===== src/mmuPkg.sv =====
package mmuPkg;

  // Widths and geometry
  localparam int addrW      = 32;
  localparam int tagW       = 20;    // Page number bits 31:12
  localparam int tableBaseW = 18;    // L1 table is 16 KB aligned
  localparam int numDomains = 16;
  localparam int tlbEntries = 8;

  typedef logic [addrW-1:0]                addrT;
  typedef logic [31:0]                     wordT;
  typedef logic [tagW-1:0]                 vTagT;
  typedef logic [tagW-1:0]                 pTagT;
  typedef logic [3:0]                      domainT;
  typedef logic [1:0]                      apT;
  typedef logic [$clog2(tlbEntries)-1:0]   tlbIdxT;
  typedef logic [tableBaseW-1:0]           tableBaseT;
  typedef logic [2*numDomains-1:0]         accessT;     // Two bits per domain
  typedef logic [7:0]                      fsrT;        // {domain, fault}

  // Descriptor type field, bits 1:0
  localparam logic [1:0] l1Fault   = 2'b00;
  localparam logic [1:0] l1Coarse  = 2'b01;
  localparam logic [1:0] l1Section = 2'b10;
  localparam logic [1:0] l2Small   = 2'b10;

  // Access permission encodings
  localparam apT apNoAccess = 2'b00;
  localparam apT apSupOnly  = 2'b01;
  localparam apT apUserRead = 2'b10;   // User read-only, supervisor full
  localparam apT apFull     = 2'b11;

  // Domain access control
  localparam logic [1:0] daClient  = 2'b01;
  localparam logic [1:0] daManager = 2'b11;

  // Fault status codes
  typedef enum logic [3:0] {
    faultNone       = 4'b0000,
    faultAlign      = 4'b0001,
    faultSecTrans   = 4'b0101,
    faultPageTrans  = 4'b0111,
    faultSecDomain  = 4'b1001,
    faultPageDomain = 4'b1011,
    faultSecPerm    = 4'b1101,
    faultPagePerm   = 4'b1111
  } faultT;

  // Table walker states
  typedef enum logic [1:0] {wsIdle, wsReadL1, wsReadL2, wsDone} walkStateT;

endpackage


===== src/tlb.sv =====
`timescale 1ns/1ps

module tlb (
  input  logic           clk,
  input  logic           arstN,
  input  logic           tlbFlush,
  input  mmuPkg::vTagT   lookupTag,
  output logic           hit,
  output mmuPkg::pTagT   hitPtag,
  output mmuPkg::domainT hitDomain,
  output mmuPkg::apT     hitAp,
  output logic           hitSection,
  input  logic           fillEn,
  input  mmuPkg::vTagT   fillTag,
  input  mmuPkg::pTagT   fillPtag,
  input  mmuPkg::domainT fillDomain,
  input  mmuPkg::apT     fillAp,
  input  logic           fillSection
);
  import mmuPkg::*;

  logic   [tlbEntries-1:0] valid;
  vTagT   tagMem     [tlbEntries];
  pTagT   ptagMem    [tlbEntries];
  domainT domainMem  [tlbEntries];
  apT     apMem      [tlbEntries];
  logic   sectionMem [tlbEntries];
  logic   [tlbEntries-1:0] match;
  tlbIdxT hitIdx;
  tlbIdxT rrPtr;                       // Next victim

  // Sections only compare the 1 MB part of the tag
  always_comb begin
    hit    = 1'b0;
    hitIdx = '0;
    for (int i = 0; i < tlbEntries; i++) begin
      match[i] = valid[i] && (sectionMem[i] ? (tagMem[i][19:8] == lookupTag[19:8])
                                            : (tagMem[i] == lookupTag));
      if (match[i] && !hit) begin      // First match wins
        hit    = 1'b1;
        hitIdx = tlbIdxT'(i);
      end
    end
  end

  assign hitPtag    = ptagMem[hitIdx];
  assign hitDomain  = domainMem[hitIdx];
  assign hitAp      = apMem[hitIdx];
  assign hitSection = sectionMem[hitIdx];

  // Valid bits and replacement pointer
  always_ff @(posedge clk or negedge arstN) begin
    if (!arstN) begin
      valid <= '0;
      rrPtr <= '0;
    end else if (tlbFlush) begin
      valid <= '0;                     // Flush beats a fill in the same cycle
    end else if (fillEn) begin
      valid[rrPtr] <= 1'b1;
      rrPtr        <= rrPtr + 1'b1;    // Wraps at tlbEntries
    end
  end

  // Entry payload
  always_ff @(posedge clk) begin
    if (fillEn) begin
      tagMem[rrPtr]     <= fillTag;
      ptagMem[rrPtr]    <= fillPtag;
      domainMem[rrPtr]  <= fillDomain;
      apMem[rrPtr]      <= fillAp;
      sectionMem[rrPtr] <= fillSection;
    end
  end

endmodule


===== src/tableWalker.sv =====
`timescale 1ns/1ps

module tableWalker (
  input  logic              clk,
  input  logic              arstN,
  input  logic              walkStart,
  input  mmuPkg::addrT      walkAddr,
  input  mmuPkg::tableBaseT tableBase,
  output logic              busReq,
  output mmuPkg::addrT      busAddr,
  input  mmuPkg::wordT      busRdata,
  input  logic              busReady,
  output logic              walkDone,
  output mmuPkg::faultT     walkFault,
  output mmuPkg::domainT    walkDomain,
  output logic              fillEn,
  output mmuPkg::vTagT      fillTag,
  output mmuPkg::pTagT      fillPtag,
  output mmuPkg::domainT    fillDomain,
  output mmuPkg::apT        fillAp,
  output logic              fillSection
);
  import mmuPkg::*;

  walkStateT   state;
  addrT        vaddr;                  // Address being walked
  logic [21:0] l2Base;                 // Coarse table base, bits 31:10
  logic        l1Ready;
  logic        l2Ready;

  assign l1Ready = (state == wsReadL1) && busReady;
  assign l2Ready = (state == wsReadL2) && busReady;

  // Bus request held through stalls
  assign busReq  = (state == wsReadL1) || (state == wsReadL2);
  assign busAddr = (state == wsReadL2) ? {l2Base, vaddr[19:12], 2'b00}
                                       : {tableBase, vaddr[31:20], 2'b00};

  assign walkDone   = (state == wsDone);
  assign fillEn     = walkDone && (walkFault == faultNone);
  assign fillTag    = vaddr[31:12];
  assign walkDomain = fillDomain;      // Reported on translation faults too

  // Control path
  always_ff @(posedge clk or negedge arstN) begin
    if (!arstN) begin
      state     <= wsIdle;
      walkFault <= faultNone;
    end else begin
      case (state)
        wsIdle: if (walkStart) state <= wsReadL1;
        wsReadL1:
          if (l1Ready) begin
            case (busRdata[1:0])
              l1Section: begin
                walkFault <= faultNone;
                state     <= wsDone;
              end
              l1Coarse: state <= wsReadL2;
              default: begin           // l1Fault and the unsupported fine type
                walkFault <= faultSecTrans;
                state     <= wsDone;
              end
            endcase
          end
        wsReadL2:
          if (l2Ready) begin
            walkFault <= (busRdata[1:0] == l2Small) ? faultNone : faultPageTrans;
            state     <= wsDone;
          end
        default: state <= wsIdle;      // wsDone lasts one cycle
      endcase
    end
  end

  // Descriptor decode into the translation
  always_ff @(posedge clk) begin
    if (walkStart && (state == wsIdle)) vaddr <= walkAddr;
    if (l1Ready) begin
      fillSection <= (busRdata[1:0] == l1Section);
      l2Base      <= busRdata[31:10];
      fillPtag    <= {busRdata[31:20], 8'h00};       // Low page bits come from VA
      fillAp      <= busRdata[11:10];
      fillDomain  <= (busRdata[1:0] == l1Section || busRdata[1:0] == l1Coarse)
                     ? busRdata[8:5] : '0;           // No domain in a fault entry
    end
    if (l2Ready) begin
      fillPtag <= busRdata[31:12];
      fillAp   <= busRdata[5:4];       // Domain stays from the coarse entry
    end
  end

endmodule


===== src/faultUnit.sv =====
`timescale 1ns/1ps

module faultUnit (
  input  logic           clk,
  input  logic           arstN,
  input  logic           checkEn,
  input  mmuPkg::addrT   vaddr,
  input  logic           write,
  input  logic           user,
  input  logic           word,
  input  logic           section,
  input  mmuPkg::domainT domain,
  input  mmuPkg::apT     ap,
  input  mmuPkg::faultT  transFault,
  input  mmuPkg::accessT domainAccess,
  output mmuPkg::faultT  fault,
  output mmuPkg::fsrT    faultStatus,
  output mmuPkg::addrT   faultAddr
);
  import mmuPkg::*;

  logic       alignErr;
  logic [1:0] domBits;                 // Access control of this domain
  logic       apOk;

  assign alignErr = word && (vaddr[1:0] != 2'b00);
  assign domBits  = domainAccess[{domain, 1'b0} +: 2];

  // Permission by AP, only consulted for client domains
  always_comb begin
    case (ap)
      apNoAccess: apOk = 1'b0;
      apSupOnly:  apOk = !user;
      apUserRead: apOk = !(user && write);
      apFull:     apOk = 1'b1;
      default:    apOk = 1'b0;
    endcase
  end

  // Priority order: alignment, translation, domain, permission
  always_comb begin
    if (alignErr) begin
      fault = faultAlign;
    end else if (transFault != faultNone) begin
      fault = transFault;
    end else if (domBits != daClient && domBits != daManager) begin
      fault = section ? faultSecDomain : faultPageDomain;    // 00 and reserved 10
    end else if (domBits == daClient && !apOk) begin
      fault = section ? faultSecPerm : faultPagePerm;
    end else begin
      fault = faultNone;                                     // Manager skips AP
    end
  end

  // FSR and FAR capture on a completed fault
  always_ff @(posedge clk or negedge arstN) begin
    if (!arstN) begin
      faultStatus <= '0;
      faultAddr   <= '0;
    end else if (checkEn && (fault != faultNone)) begin
      faultStatus <= {alignErr ? 4'h0 : domain, fault};     // Domain unknown on align
      faultAddr   <= vaddr;
    end
  end

endmodule


===== src/mmu.sv =====
`timescale 1ns/1ps

module mmu (
  input  logic              clk,
  input  logic              arstN,
  input  logic              cpuReq,
  input  mmuPkg::addrT      cpuAddr,
  input  logic              cpuWrite,
  input  logic              cpuUser,
  input  logic              cpuWord,
  output logic              cpuDone,
  output mmuPkg::addrT      cpuPaddr,
  output mmuPkg::faultT     cpuFault,
  output logic              busReq,
  output mmuPkg::addrT      busAddr,
  input  mmuPkg::wordT      busRdata,
  input  logic              busReady,
  input  logic              mmuEnable,
  input  mmuPkg::tableBaseT tableBase,
  input  mmuPkg::accessT    domainAccess,
  input  logic              tlbFlush,
  output mmuPkg::fsrT       faultStatus,
  output mmuPkg::addrT      faultAddr
);
  import mmuPkg::*;

  typedef enum logic [1:0] {ctlIdle, ctlWalk, ctlLookup} ctlStateT;

  ctlStateT ctlState;
  logic     hit;
  pTagT     hitPtag;
  domainT   hitDomain;
  apT       hitAp;
  logic     hitSection;
  logic     fillEn;
  vTagT     fillTag;
  pTagT     fillPtag;
  domainT   fillDomain;
  apT       fillAp;
  logic     fillSection;
  logic     walkStart;
  logic     walkDone;
  faultT    walkFault;
  domainT   walkDomain;
  faultT    transFault;
  faultT    fault;
  domainT   checkDomain;
  accessT   checkAccess;
  logic     lookupNow;                 // Request resolved this cycle if possible
  logic     answerNow;
  logic     walkFail;
  logic     respond;
  addrT     paddr;

  tlb uTlb (.*, .lookupTag(cpuAddr[31:12]));

  tableWalker uWalker (.*, .walkAddr(cpuAddr));

  // Bypass treats every domain as manager so only alignment can fault
  assign checkAccess = mmuEnable ? domainAccess : '1;
  assign transFault  = walkDone ? walkFault : faultNone;
  assign checkDomain = walkDone ? walkDomain : hitDomain;

  faultUnit uFault (
    .clk, .arstN,
    .checkEn(respond), .vaddr(cpuAddr), .write(cpuWrite), .user(cpuUser),
    .word(cpuWord), .section(hitSection), .domain(checkDomain), .ap(hitAp),
    .transFault, .domainAccess(checkAccess), .fault, .faultStatus, .faultAddr
  );

  // New request, or the retry after a fill
  assign lookupNow = ((ctlState == ctlIdle) && cpuReq && !cpuDone) ||
                     (ctlState == ctlLookup);
  assign answerNow = !mmuEnable || hit || (fault == faultAlign);   // Misaligned skips walk
  assign walkStart = lookupNow && !answerNow;
  assign walkFail  = (ctlState == ctlWalk) && walkDone && (walkFault != faultNone);
  assign respond   = (lookupNow && answerNow) || walkFail;

  // Section keeps VA bits 19:12
  assign paddr = !mmuEnable ? cpuAddr
               : {hitPtag[19:8], hitSection ? cpuAddr[19:12] : hitPtag[7:0], cpuAddr[11:0]};

  always_ff @(posedge clk or negedge arstN) begin
    if (!arstN) begin
      ctlState <= ctlIdle;
      cpuDone  <= 1'b0;
      cpuFault <= faultNone;
    end else begin
      cpuDone <= respond;              // One-cycle pulse
      if (respond) cpuFault <= fault;
      case (ctlState)
        ctlWalk:
          if (walkDone) ctlState <= walkFail ? ctlIdle : ctlLookup;   // Fill lands now
        default: ctlState <= walkStart ? ctlWalk : ctlIdle;
      endcase
    end
  end

  always_ff @(posedge clk) begin
    if (respond) cpuPaddr <= paddr;
  end

endmodule


===== config.mk =====
export PLATFORM = sky130hd
export DESIGN_NAME = mmu
export DESIGN_NICKNAME = d
export VERILOG_FILES = /design/src/mmuPkg.sv /design/src/tlb.sv /design/src/tableWalker.sv /design/src/faultUnit.sv /design/src/mmu.sv
export SDC_FILE = /design/constraint.sdc
export NUM_CORES = 1
export LEC_CHECK = 0
export BUFFER_PORTS_ARGS = -buffer_cell sky130_fd_sc_hd__buf_4
export CORE_ASPECT_RATIO = 1.1
export CORE_UTILIZATION = 55
export CTS_CLUSTER_SIZE = 12
export DETAILED_ROUTE_END_ITERATION = 12
export GPL_TIMING_DRIVEN = 0
export MAX_ROUTING_LAYER = met4
export PLACE_DENSITY_LB_ADDON = 0.2
export SYNTH_ARGS = -nofsm -noshare
export SYNTH_HDL_FRONTEND = slang
export SYNTH_HIERARCHICAL = 1
export SYNTH_SLANG_ARGS = --single-unit

===== constraint.sdc =====
create_clock -name clk -period 8.1 [get_ports clk]
set_input_delay 0.405 -clock clk [delete_from_list [all_inputs] [get_ports clk]]
set_output_delay 0.405 -clock clk [all_outputs]
set_load 0.01 [all_outputs]

# Word-level counts from Yosys, hierarchy flattened
# Memory sizes are Yosys's and may differ from the RTL's.
# Index checks and enable logic that the tools add are counted.
[word_totals]
regBits = 177
ramBits = 376
input_bits = 123
elab_cells = 187
memories = 5
[mem_list]
columns = ["name", "words", "width", "rd", "rd_clocked_by_memory_dff", "wr", "line", "source"]
rows = [
  ["uTlb.ptagMem", 8, 20, 1, 0, 1, "tlb.sv:24", "pTagT ptagMem [tlbEntries];"],
  ["uTlb.tagMem", 8, 20, 8, 0, 1, "tlb.sv:23", "vTagT tagMem [tlbEntries];"],
  ["uTlb.domainMem", 8, 4, 1, 0, 1, "tlb.sv:25", "domainT domainMem [tlbEntries];"],
  ["uTlb.apMem", 8, 2, 1, 0, 1, "tlb.sv:26", "apT apMem [tlbEntries];"],
  ["uTlb.sectionMem", 8, 1, 9, 0, 1, "tlb.sv:27", "logic sectionMem [tlbEntries];"],
]
[op_classes]
add_sub_neg = 1
magnitude_cmp = 2
n_eq_ne = 35
n_shift = 1
mux = 61
bitwise_logic = 2
n_reduce_logical = 64
[op_table]
columns = ["cell", "count"]
rows = [
  ["== test 20 bit", 8],
  ["== test 12 bit", 8],
  ["2-to-1 mux 32 bit", 3],
  ["2-to-1 mux 20 bit", 2],
  ["2-to-1 mux 4 bit", 9],
  ["indexed part select 32 x 6 -> 2 bit", 1],
  ["logical AND 1 bit", 31],
  ["2-to-1 mux 2 bit", 12],
  ["2-to-1 mux 8 bit", 3],
  ["2-to-1 mux 1 bit", 22],
  ["one-hot mux 4 bit (2 select lines)", 2],
  ["2-to-1 mux 3 bit", 5],
  ["logical NOT 1 bit", 13],
  ["== test 2 bit, second input constant", 6],
  ["nonzero test 4 bit", 3],
  ["== test 2 x 1 -> 1 bit, second input constant", 5],
  ["inequality test 2 x 1 -> 1 bit, second input constant", 5],
  ["OR 8 bit", 1],
  ["nonzero test 2 bit", 4],
  ["logical NOT 2 bit", 3],
  ["logical OR 1 bit", 6],
  ["one-hot mux 2 bit (3 select lines)", 1],
  ["== test 4 x 1 -> 1 bit, second input constant", 1],
  ["logical NOT 4 bit", 1],
  ["other kinds (10)", 11],
]

# Longest topological paths before layout
# An unclocked memory read counts as a cell.
[depth]
word_depth = 41
depth_mapped = 25
depth_no_buf = 20

# Hierarchy
# The synthesis kept the hierarchy.
[by_module_without_submodules]
columns = ["module", "instances", "cells_per_inst", "area_per_inst_um2", "seq_area_each_um2"]
rows = [
  ["tlb", 1, 874, 15498.6, 11566.1],
  ["tableWalker", 1, 162, 2960.3, 2172.1],
  ["faultUnit", 1, 133, 2070.7, 1001.0],
  ["mmu", 1, 144, 1940.6, 1136.1],
]

# Worst setup path after synthesis
# Ideal clock, no wire load.
[synth_path]
path_type = "input-to-reg"
start = "input port cpuAddr[21]"
end = "register uFault.faultAddr[0]"
setup_time_ns = 0.125
t_arrival_ns = 6.151
required_time_ns = 7.975
path_slack_ns = 1.823
stages = 24
path_cell_list = "buf_4 > xnor2_1 > nand4_1 > nor4_1 > o2bb2ai_4 > nor3b_4 > buf_6 > a222oi_1 > a21boi_1 > mux2i_1 > mux2_2 > buf_6 > mux4_1 > mux2i_1 > o21ai_2 > nor3b_4 > or3_1 > and2_1 > nor4b_4 > o221a_4 > a21o_1 > o21ai_2 > buf_6 > mux2_4"
[synth_between]
elab_chain_cells = 39
[synth_rtl]
columns = ["element", "line", "source"]
rows = [
  ["start: declaration", "mmu.sv:7", "input mmuPkg::addrT cpuAddr,"],
  ["== test 20 bit or == test 12 bit (tied branches)", "tlb.sv:38, tlb.sv:37", ""],
  ["2-to-1 mux 1 bit", "tlb.sv:37", "match[i] = valid[i] && (sectionMem[i] ? (tagMem[i][19:8] == lookupTag[19:8])"],
  ["logical AND 1 bit", "tlb.sv:37", ""],
  ["2-to-1 mux 1 bit", "tlb.sv:39", "if (match[i] && !hit) begin"],
  ["logical NOT 1 bit", "tlb.sv:39", ""],
  ["logical AND 1 bit", "tlb.sv:39", ""],
  ["2-to-1 mux 1 bit", "tlb.sv:39", ""],
  ["logical NOT 1 bit", "tlb.sv:39", ""],
  ["[... 18 more ...]", "n/a", ""],
  ["via hitDomain[0]", "mmu.sv:32", "domainT hitDomain;"],
  ["[... 1 more ...]", "n/a", ""],
  ["via checkDomain[0]", "mmu.sv:47", "domainT checkDomain;"],
  ["[... 6 more ...]", "n/a", ""],
  ["2-to-1 mux 4 bit (*)", "faultUnit.sv:42", "if (alignErr) begin"],
  ["via fault[3]", "mmu.sv:46", "faultT fault;"],
  ["== test 4 x 1 -> 1 bit (*)", "mmu.sv:74", "assign answerNow = !mmuEnable || hit || (fault == faultAlign);"],
  ["logical OR 1 bit (*)", "mmu.sv:74", ""],
  ["logical AND 1 bit (*)", "mmu.sv:77", "assign respond = (lookupNow && answerNow) || walkFail;"],
  ["logical OR 1 bit (*)", "mmu.sv:77", ""],
  ["via respond", "mmu.sv:52", "logic respond;"],
  ["logical AND 1 bit (*)", "faultUnit.sv:60", "end else if (checkEn && (fault != faultNone)) begin"],
  ["end signal: assignment", "faultUnit.sv:62", "faultAddr <= vaddr;"],
  ["end: declaration", "faultUnit.sv:18", "output mmuPkg::addrT faultAddr"],
]
# Mark *: on every way through the listed nets, which the timed path passes. The rest lies on a longest branch.
# A chain may end at the register's enable or synchronous reset.

==> results.json <==
{
  "status": "complete, no violations",
  "dpl.cell_count": 2072,
  "h-tree-depth": 2,
  "synth.cell_area_sq_um": 22500,
  "clk_path_buf_depth": 3,
  "antenna_left": 0,
  "cts_resized": 0,
  "drc": 0,
  "synth_edf_count": 477,
  "postCtsSetupBuffers": 0,
  "cts_buffers": 54,
  "rows": 77,
  "final_cell_count_no_fill": 2194,
  "grt_pass1_vias": 13300,
  "grt_max_degree": 63,
  "area_growth_pct": 20.9,
  "die_h_um": 214,
  "cts.sink_count": 539,
  "ys_seq_elements": 539,
  "cts_tree": "done",
  "fin_area_sq_um": 27200,
  "cellPowerDensity_nw_per_um2": 287,
  "synth.distinct_cells": 76,
  "multi_input_area_sq_um": 6050,
  "routabilityCongestion": 0.866,
  "layout.nets": 1774,
  "finalCriticalPeriod_ps": 7380,
  "wl_mm": 55.1,
  "port_buffers": 225,
  "period_share": 0.911,
  "max_freq_mhz": 136,
  "syn_avg_cell_area_sq_um": 17.1,
  "async_flop_share": 0.115,
  "end_kind": "register",
  "maxCapViolations": 0,
  "rsz0062_at_grt": "false",
  "layout_common_cells": "edfxtp_1, buf_4, xnor2_1",
  "place_area_sq_um": 25200,
  "synth_cells": 1313,
  "dpl.hpwl_mm": 37.0,
  "clkTransAtPathRegs_ps": 50,
  "cts_hold_buffers": 27,
  "grt_pass1_wl_mm": 82.0,
  "coreArea_sq_um": 40300,
  "max_slew.worst_pin.slew_ps": 1310,
  "maxSlewHeadroom": 0.130,
  "dieArea_sq_um": 41700,
  "vias": 13100,
  "drive_gt1_frac": 0.304,
  "leakage_nw": 10.1,
  "crit_fanout": 20,
  "worstSetupPathType": "register to register",
  "clk_latency_ps": 580,
  "whs_ps": 20.3,
  "fin_skew_ps": 18.0,
  "drv_slew": 0,
  "initial_core_util": 0.558,
  "synth_ff_type": "edfxtp_1",
  "cp.arrival_ps": 7560,
  "ioPinCount": 233,
  "antenna_found_initial": 2,
  "worst_setup_path_start_kind": "register",
  "detail_route.wl_per_cell_um": 25.1,
  "hold_viol_final": 0,
  "max-vdd-ir-drop_mv": 0.192,
  "drt_pass1_iterations": 6,
  "die_w_um": 195,
  "cts-root-buf": "clkbuf_16",
  "yosysWarnings": 6,
  "hold_path_class": "input port to register",
  "final_util": 0.675,
  "synth_seq_area_share": 0.706,
  "antenna_cells": 0,
  "required_ps": 8280,
  "register_area_sq_um": 15900,
  "drtIter0Drc": 1285,
  "finalSetupViolCount": 0,
  "grt_usage": 0.275,
  "layout_commonest_cell": "edfxtp_1",
  "via_per_inst": 5.97,
  "overflow": 0,
  "fill_cells": 2689
}
-- worst paths after layout --
check                                      start                    end  depth (start not counted)  slack (ps)
hold / removal                      busRdata[13]      uWalker/l2Base[3]                          1          20
max in group asynchronous                  arstN   uFault/faultAddr[17]                          2        7030
hold reg to reg            uFault/faultStatus[3]  uFault/faultStatus[3]                          1         490
min in group asynchronous                  arstN    uFault/faultAddr[5]                          2         490
setup reg to reg              uTlb/tagMem[4][19]      uWalker/vaddr[15]                         20         720
setup / recovery              uTlb/tagMem[4][19]      uWalker/vaddr[15]                         20         720
-- worst max-delay path: stages, from the launching register on --
cell      delay (ps)
edfxtp_1         370
xnor2_1          160
nand3_1          160
nor4_1          1070
nand2_1          170
o22a_1           270
o31a_1           100
o21ai_1          170
buf_4            240
buf_2            370
mux2i_1          230
mux2_2           180
buf_6            160
mux4_1           570
a22oi_1          200
nand3_1          210
o41ai_1          430
a31o_2           250
nor4b_4          100
nor4_1           470
and2_1          1080
-- synth_stat cells (24+ instances only) --
cell,instances,area share
a21boi_1,50,0.017
a222oi_1,54,0.024
buf_6,24,0.012
dfrtp_1,62,0.069
edfxtp_1,477,0.64
mux2_2,57,0.029
mux2_4,35,0.023
mux2i_1,34,0.015
nand2_1,27,0.0045
nand2b_1,36,0.010
nor2_1,36,0.0060
xnor2_1,94,0.037
xor2_1,64,0.025
-- stage by stage --
step                setup TNS (ps)  setup slack (ps)  power [mW]
floorplan                        0              1820        4.67
global placement            -13140              -367        5.36
detailed placement               0               459        5.43
CTS                              0               803        7.82
global route                     0               405        8.07
finish                           0               723        7.80
-- state kept, by name, summed over array words and instances (netlist names), 3 cells and up --
| register | cells |
|---|---|
| uTlb/tagMem | 160 |
| uTlb/sectionMem | 8 |
| uFault/faultAddr | 32 |
| cpuFault | 4 |
| uWalker/fillDomain | 4 |
| uWalker/l2Base | 22 |
| uWalker/fillPtag | 20 |
| uTlb/apMem | 16 |
| uWalker/vaddr | 20 |
| cpuPaddr | 32 |
| uTlb/rrPtr | 3 |
| uTlb/ptagMem | 160 |
| uTlb/valid | 8 |
| uFault/faultStatus | 8 |
| uTlb/domainMem | 32 |
-- area by class of cell --
type	instances	share of cell area
Buffer	74	0.0204
Clock buffer	86	0.0590
Clock inverter	8	0.00341
Inverter	14	0.00193
Multi-Input combinational cell	688	0.223
Sequential cell	539	0.584
Tap cell	513	0.0236
Timing Repair Buffer	272	0.0846
-- power by group --
part / switching, mW / internal, mW / leakage (nW)
Combinational: 0.855 / 0.872 / 4.18
Clock: 0.989 / 1.41 / 0.830
Sequential: 0.222 / 3.45 / 5.08
Total: 2.07 / 5.73 / 10.1
-- layer usage --
metal / global-route usage / up-vias / share of wire
met3: 0.0380 / 129 / 0.069
li1: - / 5757 / -
met2: 0.458 / 596 / 0.51
met4: 0.110 / 0 / 0.037
met5: - / - / 0
met1: 0.341 / 6626 / 0.39
-- logic make-up (layout without fill, tap and decap cells) --
group / after synthesis / after routing / synth area share
and+or+nand+nor: 216 / 216 / 0.0561
AOI/OAI and AO/OA: 165 / 165 / 0.0651
xor gates and xnor gates: 162 / 162 / 0.0645
adders and majority gates: 8 / 8 / 0.00445
other: 1 / 3 / 0.000167
muxes: 134 / 134 / 0.0761
buffers and inverters: 88 / 454 / 0.0271
DFF: 539 / 539 / 0.706
Note: power is estimated with default switching activity, not from simulation.
